**config.mk**
```make
export PLATFORM = sky130hd
export DESIGN_NAME = cpu_top_wrapper
export DESIGN_NICKNAME = d
export VERILOG_FILES = /design/src/hdl/cpu_pkg.sv /design/src/hdl/cpu_decode.sv /design/src/hdl/cpu_regfile.sv /design/src/hdl/cpu_core.sv /design/src/hdl/cpu_top_wrapper.sv
export VERILOG_INCLUDE_DIRS = /design/src /design/src/hdl
export SDC_FILE = /design/constraint.sdc
export NUM_CORES = 2
export LEC_CHECK = 0
export ABC_AREA = 1
export BUFFER_PORTS_ARGS = -buffer_cell sky130_fd_sc_hd__buf_2
export CORE_AREA = 2 2 290 292
export DETAILED_ROUTE_END_ITERATION = 7
export DIE_AREA = 0 0 292 294
export HOLD_SLACK_MARGIN = 0.15
export PLACE_DENSITY = 0.71
export SETUP_SLACK_MARGIN = 0.05
export SLEW_MARGIN = 20
export SYNTH_ARGS = -nofsm -noshare
export SYNTH_HDL_FRONTEND = slang
export SYNTH_SLANG_ARGS = --single-unit
```
**constraint.sdc**
```tcl
create_clock -name clk -period 9.65 [get_ports clk]
set_clock_uncertainty 0.15 [all_clocks]
set_input_delay 0.965 -clock clk [delete_from_list [all_inputs] [get_ports clk]]
set_output_delay 0.965 -clock clk [all_outputs]
set_load 0.05 [all_outputs]
```
**src/hdl/cpu_macros.svh**
```systemverilog
// ====================
// cpu configuration: external address width,
// register count and first fetch address
// ====================
`ifndef CPU_MACROS_SVH
`define CPU_MACROS_SVH

// address bits kept on both outer ports
`define CPU_AW 24

// number of general registers, sets the index width
`define CPU_NREGS 16

// address of the first instruction fetch
`define CPU_RESET_PC 32'h0000_0000

`endif

```
**src/hdl/cpu_pkg.sv**
```systemverilog
// ====================
// cpu types: opcodes, instruction formats,
// decoded control and data bus request
// ====================
`include "cpu_macros.svh"

package cpu_pkg;

  typedef logic [$clog2(`CPU_NREGS)-1:0] reg_idx_t;

  typedef enum logic [3:0] {
    OP_ADD  = 4'h0,
    OP_SUB  = 4'h1,
    OP_AND  = 4'h2,
    OP_OR   = 4'h3,
    OP_XOR  = 4'h4,
    OP_ADDI = 4'h5,
    OP_LW   = 4'h6,
    OP_SW   = 4'h7,
    OP_SB   = 4'h8,
    OP_BEQ  = 4'h9,
    OP_JMP  = 4'hA,
    OP_HALT = 4'hF
  } opcode_e;

  // register-register view
  typedef struct packed {
    opcode_e     opcode;
    reg_idx_t    rd;
    reg_idx_t    rs1;
    reg_idx_t    rs2;
    logic [15:0] pad;
  } r_fmt_t;

  // immediate view, rd doubles as source for stores and BEQ
  typedef struct packed {
    opcode_e     opcode;
    reg_idx_t    rd;
    reg_idx_t    rs1;
    logic [3:0]  pad;
    logic [15:0] imm;
  } i_fmt_t;

  typedef union packed {
    r_fmt_t r_fmt;
    i_fmt_t i_fmt;
  } instr_u;

  typedef struct packed {
    opcode_e     opcode;
    reg_idx_t    rd;
    reg_idx_t    rs1;
    reg_idx_t    rs2;
    logic [31:0] imm;
    logic        reg_we;
    logic        mem_rd;
    logic        mem_wr;
    logic        byte_st;
    logic        branch;
  } ctrl_t;

  typedef struct packed {
    logic        we;
    logic [3:0]  sel;
    logic [31:0] adr;
    logic [31:0] dat;
  } bus_req_t;

endpackage

```
**src/hdl/cpu_decode.sv**
```systemverilog
// ====================
// instruction decoder: picks the instruction
// format and sets control fields and flags
// ====================
module cpu_decode (
  input  cpu_pkg::instr_u instr_i,
  output cpu_pkg::ctrl_t  ctrl_o
);

  logic [31:0] imm_sext;

  assign imm_sext = {{16{instr_i.i_fmt.imm[15]}}, instr_i.i_fmt.imm};

  always_comb begin
    ctrl_o = '0;
    ctrl_o.opcode = instr_i.r_fmt.opcode;
    case (instr_i.r_fmt.opcode)
      cpu_pkg::OP_ADD, cpu_pkg::OP_SUB, cpu_pkg::OP_AND,
      cpu_pkg::OP_OR, cpu_pkg::OP_XOR: begin
        ctrl_o.rd     = instr_i.r_fmt.rd;
        ctrl_o.rs1    = instr_i.r_fmt.rs1;
        ctrl_o.rs2    = instr_i.r_fmt.rs2;
        ctrl_o.reg_we = 1'b1;
      end
      cpu_pkg::OP_ADDI, cpu_pkg::OP_LW: begin
        ctrl_o.rd     = instr_i.i_fmt.rd;
        ctrl_o.rs1    = instr_i.i_fmt.rs1;
        ctrl_o.imm    = imm_sext;
        ctrl_o.reg_we = 1'b1;
        ctrl_o.mem_rd = (instr_i.i_fmt.opcode == cpu_pkg::OP_LW);
      end
      // store data comes from the rd field
      cpu_pkg::OP_SW, cpu_pkg::OP_SB: begin
        ctrl_o.rs1     = instr_i.i_fmt.rs1;
        ctrl_o.rs2     = instr_i.i_fmt.rd;
        ctrl_o.imm     = imm_sext;
        ctrl_o.mem_wr  = 1'b1;
        ctrl_o.byte_st = (instr_i.i_fmt.opcode == cpu_pkg::OP_SB);
      end
      // compares rs1 against the rd field
      cpu_pkg::OP_BEQ: begin
        ctrl_o.rs1    = instr_i.i_fmt.rs1;
        ctrl_o.rs2    = instr_i.i_fmt.rd;
        ctrl_o.imm    = imm_sext;
        ctrl_o.branch = 1'b1;
      end
      cpu_pkg::OP_JMP: begin
        ctrl_o.imm    = imm_sext;
        ctrl_o.branch = 1'b1;
      end
      // HALT and any unassigned opcode
      default: begin
        ctrl_o.opcode = cpu_pkg::OP_HALT;
      end
    endcase
  end

endmodule

```
**src/hdl/cpu_regfile.sv**
```systemverilog
// ====================
// register file, 2 read ports, 1 write port
// ====================
`include "cpu_macros.svh"

module cpu_regfile (
  input  logic              clk,
  input  cpu_pkg::reg_idx_t rs1_i,
  input  cpu_pkg::reg_idx_t rs2_i,
  input  cpu_pkg::reg_idx_t rd_i,
  input  logic              we_i,
  input  logic [31:0]       wdata_i,
  output logic [31:0]       rdata1_o,
  output logic [31:0]       rdata2_o
);

  logic [31:0] regs [`CPU_NREGS];

  // r0 is never written
  always_ff @(posedge clk) begin
    if (we_i && (rd_i != '0)) begin
      regs[rd_i] <= wdata_i;
    end
  end

  // r0 forced to zero on read
  assign rdata1_o = (rs1_i == '0) ? 32'h0 : regs[rs1_i];
  assign rdata2_o = (rs2_i == '0) ? 32'h0 : regs[rs2_i];

endmodule

```
**src/hdl/cpu_core.sv**
```systemverilog
// ====================
// cpu core: fetch/execute FSM, ALU, branches
// and one bus transaction at a time
// ====================
`include "cpu_macros.svh"

module cpu_core (
  input  logic              clk,
  input  logic              rst_i,
  // instruction port
  output logic              icpu_cs_o,
  output logic [31:0]       icpu_adr_o,
  input  logic [31:0]       icpu_dat_r_i,
  input  logic              icpu_ack_i,
  // data port
  output logic              dcpu_cs_o,
  output cpu_pkg::bus_req_t dcpu_req_o,
  input  logic [31:0]       dcpu_dat_r_i,
  input  logic              dcpu_ack_i,
  // register file
  output cpu_pkg::reg_idx_t rf_rs1_o,
  output cpu_pkg::reg_idx_t rf_rs2_o,
  output cpu_pkg::reg_idx_t rf_rd_o,
  output logic              rf_we_o,
  output logic [31:0]       rf_wdata_o,
  input  logic [31:0]       rf_rdata1_i,
  input  logic [31:0]       rf_rdata2_i,
  output logic              halted_o
);

  typedef enum logic [1:0] {
    ST_FETCH,
    ST_EXEC,
    ST_MEM,
    ST_HALTED
  } state_e;

  state_e          state_q;
  logic [31:0]     pc_q;
  logic            icpu_cs_q;
  logic            dcpu_cs_q;
  cpu_pkg::instr_u ir_q;
  logic [31:0]     ld_data_q;

  cpu_pkg::instr_u fetched;
  cpu_pkg::ctrl_t  ctrl;
  logic            fetched_is_mem;
  logic [31:0]     alu_res;
  logic [31:0]     mem_adr;
  logic [31:0]     br_target;
  logic            br_taken;
  logic [31:0]     pc_next;

  cpu_decode u_decode (
    .instr_i (ir_q),
    .ctrl_o  (ctrl)
  );

  // peek at the opcode during the fetch ack
  assign fetched = icpu_dat_r_i;
  assign fetched_is_mem = fetched.r_fmt.opcode inside
                          {cpu_pkg::OP_LW, cpu_pkg::OP_SW, cpu_pkg::OP_SB};

  always_comb begin
    case (ctrl.opcode)
      cpu_pkg::OP_ADD:  alu_res = rf_rdata1_i + rf_rdata2_i;
      cpu_pkg::OP_SUB:  alu_res = rf_rdata1_i - rf_rdata2_i;
      cpu_pkg::OP_AND:  alu_res = rf_rdata1_i & rf_rdata2_i;
      cpu_pkg::OP_OR:   alu_res = rf_rdata1_i | rf_rdata2_i;
      cpu_pkg::OP_XOR:  alu_res = rf_rdata1_i ^ rf_rdata2_i;
      cpu_pkg::OP_ADDI: alu_res = rf_rdata1_i + ctrl.imm;
      default:          alu_res = 32'h0;
    endcase
  end

  // target is relative to the next instruction, in words
  assign br_target = pc_q + 32'd4 + {ctrl.imm[29:0], 2'b00};
  assign br_taken  = ctrl.branch &&
                     ((ctrl.opcode == cpu_pkg::OP_JMP) || (rf_rdata1_i == rf_rdata2_i));
  assign pc_next   = br_taken ? br_target : pc_q + 32'd4;

  // data request, stable while in MEM since ir and registers hold
  assign mem_adr = rf_rdata1_i + ctrl.imm;

  always_comb begin
    dcpu_req_o.we  = ctrl.mem_wr;
    dcpu_req_o.adr = mem_adr;
    if (ctrl.byte_st) begin
      dcpu_req_o.sel = 4'b0001 << mem_adr[1:0];
      dcpu_req_o.dat = {4{rf_rdata2_i[7:0]}};
    end else begin
      dcpu_req_o.sel = 4'b1111;
      dcpu_req_o.dat = rf_rdata2_i;
    end
  end

  always_ff @(posedge clk) begin
    if (rst_i) begin
      state_q   <= ST_FETCH;
      pc_q      <= `CPU_RESET_PC;
      icpu_cs_q <= 1'b0;
      dcpu_cs_q <= 1'b0;
    end else begin
      case (state_q)
        ST_FETCH: begin
          // first fetch after reset
          if (!icpu_cs_q) begin
            icpu_cs_q <= 1'b1;
          end else if (icpu_ack_i) begin
            icpu_cs_q <= 1'b0;
            if (fetched_is_mem) begin
              dcpu_cs_q <= 1'b1;
              state_q   <= ST_MEM;
            end else begin
              state_q <= ST_EXEC;
            end
          end
        end
        ST_MEM: begin
          if (dcpu_ack_i) begin
            dcpu_cs_q <= 1'b0;
            state_q   <= ST_EXEC;
          end
        end
        ST_EXEC: begin
          if (ctrl.opcode == cpu_pkg::OP_HALT) begin
            state_q <= ST_HALTED;
          end else begin
            pc_q      <= pc_next;
            icpu_cs_q <= 1'b1;
            state_q   <= ST_FETCH;
          end
        end
        default: begin
          state_q <= ST_HALTED;
        end
      endcase
    end
  end

  always_ff @(posedge clk) begin
    if ((state_q == ST_FETCH) && icpu_cs_q && icpu_ack_i) begin
      ir_q <= fetched;
    end
    if ((state_q == ST_MEM) && dcpu_ack_i) begin
      ld_data_q <= dcpu_dat_r_i;
    end
  end

  assign icpu_cs_o  = icpu_cs_q;
  assign icpu_adr_o = pc_q;
  assign dcpu_cs_o  = dcpu_cs_q;

  // writeback happens in EXEC only
  assign rf_rs1_o   = ctrl.rs1;
  assign rf_rs2_o   = ctrl.rs2;
  assign rf_rd_o    = ctrl.rd;
  assign rf_we_o    = (state_q == ST_EXEC) && ctrl.reg_we;
  // loads write back the captured bus word
  assign rf_wdata_o = ctrl.mem_rd ? ld_data_q : alu_res;

  assign halted_o = (state_q == ST_HALTED);

endmodule

```
**src/hdl/cpu_top_wrapper.sv**
```systemverilog
// ====================
// cpu top: core plus register file,
// both bus addresses cut to AW bits
// ====================
`include "cpu_macros.svh"

module cpu_top_wrapper #(
  parameter int AW = `CPU_AW
) (
  input  logic          clk,
  input  logic          rst_i,
  // instruction bus
  output logic          icpu_cs_o,
  output logic [AW-1:0] icpu_adr_o,
  input  logic [31:0]   icpu_dat_r_i,
  input  logic          icpu_ack_i,
  // data bus
  output logic          dcpu_cs_o,
  output logic          dcpu_we_o,
  output logic [3:0]    dcpu_sel_o,
  output logic [AW-1:0] dcpu_adr_o,
  output logic [31:0]   dcpu_dat_w_o,
  input  logic [31:0]   dcpu_dat_r_i,
  input  logic          dcpu_ack_i,
  output logic          halted_o
);

  logic [31:0]       iadr;
  cpu_pkg::bus_req_t dreq;
  cpu_pkg::reg_idx_t rf_rs1;
  cpu_pkg::reg_idx_t rf_rs2;
  cpu_pkg::reg_idx_t rf_rd;
  logic              rf_we;
  logic [31:0]       rf_wdata;
  logic [31:0]       rf_rdata1;
  logic [31:0]       rf_rdata2;

  cpu_core u_core (
    .clk          (clk),
    .rst_i        (rst_i),
    .icpu_cs_o    (icpu_cs_o),
    .icpu_adr_o   (iadr),
    .icpu_dat_r_i (icpu_dat_r_i),
    .icpu_ack_i   (icpu_ack_i),
    .dcpu_cs_o    (dcpu_cs_o),
    .dcpu_req_o   (dreq),
    .dcpu_dat_r_i (dcpu_dat_r_i),
    .dcpu_ack_i   (dcpu_ack_i),
    .rf_rs1_o     (rf_rs1),
    .rf_rs2_o     (rf_rs2),
    .rf_rd_o      (rf_rd),
    .rf_we_o      (rf_we),
    .rf_wdata_o   (rf_wdata),
    .rf_rdata1_i  (rf_rdata1),
    .rf_rdata2_i  (rf_rdata2),
    .halted_o     (halted_o)
  );

  cpu_regfile u_regfile (
    .clk      (clk),
    .rs1_i    (rf_rs1),
    .rs2_i    (rf_rs2),
    .rd_i     (rf_rd),
    .we_i     (rf_we),
    .wdata_i  (rf_wdata),
    .rdata1_o (rf_rdata1),
    .rdata2_o (rf_rdata2)
  );

  // keep only the low AW address bits
  assign icpu_adr_o   = iadr[AW-1:0];
  assign dcpu_adr_o   = dreq.adr[AW-1:0];
  assign dcpu_we_o    = dreq.we;
  assign dcpu_sel_o   = dreq.sel;
  assign dcpu_dat_w_o = dreq.dat;

endmodule

```
==> run metrics <==
Starting Density=0.4463; Hold Vio Cnt, Final=0; number of antenna violations at the first check in global routing=5; top fanout value on the critical path=36; maximum frequency from static timing analysis=0.1212 GHz; number of flops mapped to enable cells by yosys=554; status=complete, no violations; layer with the highest usage after global routing=met2; dominant cell type by count on the critical path=sky130_fd_sc_hd__inv_1; final wirelength=147,200 um; Max-Slew Margin vs Limit=0.2412; Via Count=35,485; vias in the first global route=32,372; unrepaired setup endpoints after global routing=false; later-pin clock latency in the skew report=680 ps; clk slew on worst S/H paths=70 ps; CTS root buf=sky130_fd_sc_hd__clkbuf_16; leading cell type in the layout, fill and taps excluded=sky130_fd_sc_hd__nand2_1; routed length per placed instance=25.39 um; leakage power=17.23 nW; fin nets=4,859; port buffer count=153; number of max-cap violations=0; post-route clock period utilization=0.8549; CTS H-tree depth=2; area of the mapped netlist=0.03700 mm2; total number of cells along the worst setup path=25; start point of the critical path=u_core.ir_q[30]; Placer Congestion=1.082; area of the die=0.08585 mm2; Setup Crit Path Kind=reg -> reg; met3 track demand over resource=0.06843; library cell occupying the most area in the post-synthesis netlist=sky130_fd_sc_hd__edfxtp_1; capturing element type of the critical path=register; sink count of the clock tree=580; post-synthesis cell type count=64; synthesis warning total=0; first-pass GRT wire length=210,900 um; buffer levels on the longest clock path=3; FF-to-FF setup slack=1400 ps; setup_tns=0 ps; met1 demand-to-capacity share in global routing=0.4498; placed wire-length estimate after detailed placement=98,850 um; number of resized instances in the post-cts repair step=0; last element of the critical path=u_regfile.regs[8][24]; fraction of final layout cells with drive strength greater than 1=0.09137; Reg2Reg Depth=25; hold_ws=314.5 ps; cell with the biggest individual delay on the critical path=sky130_fd_sc_hd__inv_2; post-placement worst setup slack=1702 ps; total congestion overflow after global routing=0; number of top-level pins=156; Mean Syn Cell Area=8.017 um2; final core utilization=0.4906; largest voltage drop on the vdd net=0.0001650 V; Crit path buffers/inverters=7; global-route met2 utilization=0.4909; worst-case setup margin in the final layout=1400 ps; most used cells in the layout excluding fill and tap cells=sky130_fd_sc_hd__nand2_1 (1,175), sky130_fd_sc_hd__edfxtp_1 (554), sky130_fd_sc_hd__nand3_1 (528); kind of cell adding the most delay to the critical path=compound AO/OA/AOI/OAI gates; area growth from synthesis to layout=9.909%; post-layout minimum cycle time=8250 ps; CP max stage delay=770 ps; dominant register cell in the synthesized netlist=sky130_fd_sc_hd__edfxtp_1; remaining number of nets flagged by the antenna check after routing=0; router iterations before antenna repair=7; Filler Cells Inserted=7,871; Hold Buf Count CTS=0; area share of the largest cell type after synthesis=0.4497; required time of the critical path=9610 ps; endpoint of the worst register-to-register path=u_regfile.regs[8][24]; Post-CTS Setup Bufs=0; share of flip-flops with an asynchronous set or reset=0; post-detailed-route DRC marker count=0; top cells by area in the synthesized netlist=sky130_fd_sc_hd__edfxtp_1 (45%), sky130_fd_sc_hd__nand2_1 (12%), sky130_fd_sc_hd__nand3_1 (7.1%); Worst Hold Path Cells=1; number of standard-cell rows in the floorplan=106; worst path arrival time=8210 ps; vias per inst=6.119; Die Height=294 um; count of state elements after synthesis=580; launching point of the worst reg2reg path=u_core.ir_q[30]; width of the chip=292 um; pins over their slew limit=0; Seq/Total Area, Yosys=0.4637; CTS tree=built; pin count of the biggest net entering global routing=119; Worst Setup Start Kind=register; pwr/cell area=193.6 mW/mm2; starting DRC count in detailed routing=5,266; CTS buffer count=61; min-delay worst type=in -> reg; Core Region=0.08289 mm2; transition at the pin with the smallest max-transition slack=1133 ps; number of instances in the synthesized netlist=4,615; # setup viols final=0; overall fraction of global-route tracks in use=0.3323
layer usage:
metal	vias to the layer above	routed length [um]
met4	2	10140
li1	15844	-
met5	-	20
met2	2660	61620
met3	486	19690
met1	16493	55750
power by group:
part	switching, W	internal [W]	leakage, nW
clock	0.00103	0.00133	0.943
combinational	0.00199	0.000604	11.0
sequential	0.0000215	0.00290	5.28
total	0.00304	0.00483	17.2
flip-flops by register name, summed over array words and instances (netlist names):
| signal | flops |
|---|---|
| u_regfile.regs | 490 |
| u_core.ir_q | 32 |
| u_core.ld_data_q | 32 |
| u_core.icpu_adr_o | 22 |
| u_core.state_q | 2 |
| u_core.dcpu_cs_o | 1 |
| u_core.icpu_cs_o | 1 |
cell type report:
cell class                 instances  area, um2  area share
sequential                       580      17160      0.4219
multi-input combinational       3244      16750      0.4120
inverter                         560       2115     0.05200
clock buffer                      76       1583     0.03892
tap                             1080       1351     0.03323
timing repair buffer             219       1299     0.03194
clock inverter                    38      400.4    0.009846
antenna                            2      5.005   0.0001231
Yosys cell counts, types with 5 or more instances:
master,number
sky130_fd_sc_hd__o2111ai_1,8
sky130_fd_sc_hd__buf_6,15
sky130_fd_sc_hd__a211oi_1,6
sky130_fd_sc_hd__nand2_2,33
sky130_fd_sc_hd__o221ai_1,5
sky130_fd_sc_hd__inv_2,30
sky130_fd_sc_hd__and2_1,6
sky130_fd_sc_hd__edfxtp_1,554
sky130_fd_sc_hd__nor2_1,283
sky130_fd_sc_hd__o22ai_1,38
sky130_fd_sc_hd__buf_4,20
sky130_fd_sc_hd__a22o_1,9
sky130_fd_sc_hd__nand3b_1,6
sky130_fd_sc_hd__a21o_1,7
sky130_fd_sc_hd__nand2_4,6
sky130_fd_sc_hd__ha_1,123
sky130_fd_sc_hd__o21ai_1,14
sky130_fd_sc_hd__nand4_1,36
sky130_fd_sc_hd__nor2_2,8
sky130_fd_sc_hd__clkbuf_1,108
sky130_fd_sc_hd__nand2_1,1175
sky130_fd_sc_hd__inv_1,528
sky130_fd_sc_hd__a21oi_1,242
sky130_fd_sc_hd__or2_2,6
sky130_fd_sc_hd__a221oi_1,28
sky130_fd_sc_hd__xor2_1,38
sky130_fd_sc_hd__a31oi_1,21
sky130_fd_sc_hd__xnor2_1,20
sky130_fd_sc_hd__o211ai_1,110
sky130_fd_sc_hd__nand3_1,528
sky130_fd_sc_hd__o21bai_1,8
sky130_fd_sc_hd__a311oi_1,20
sky130_fd_sc_hd__buf_2,80
sky130_fd_sc_hd__nor4_1,6
sky130_fd_sc_hd__buf_1,19
sky130_fd_sc_hd__dfxtp_1,26
sky130_fd_sc_hd__o21ai_0,330
sky130_fd_sc_hd__nor3_1,69
cell families (layout without fill, tap and decap cells):
group	after synthesis	in the layout	share of synthesized area
buffers and inverters	802	893	0.08921
AOI/OAI and AO/OA	873	873	0.1395
adders and majority gates	125	125	0.04268
DFF	580	580	0.4637
other	1	14	0.0001014
xor gates and xnor gates	58	58	0.01373
and+or+nand+nor	2176	2176	0.2511
how the worst min path moves through the flow:
stage,from,to
finish,icpu_dat_r_i[22],u_core.ir_q[22]
global route,dcpu_dat_r_i[3],u_core.ld_data_q[3]
CTS,dcpu_dat_r_i[0],u_core.ld_data_q[0]
detailed placement,u_core.icpu_adr_o[12],u_core.icpu_adr_o[12]
global placement,u_core.icpu_adr_o[12],u_core.icpu_adr_o[12]
floorplan,u_core.state_q[1],u_core.state_q[0]
per-stage QoR:
step,total power (W),std cells,instance area (um2)
floorplan,0.004630,4626,37040
global placement,0.005453,5682,38660
detailed placement,0.005456,5682,38660
CTS,0.007789,5796,40640
global route,0.008131,5797,40660
finish,0.007871,5799,40660
(Power assumes the default switching activity.)
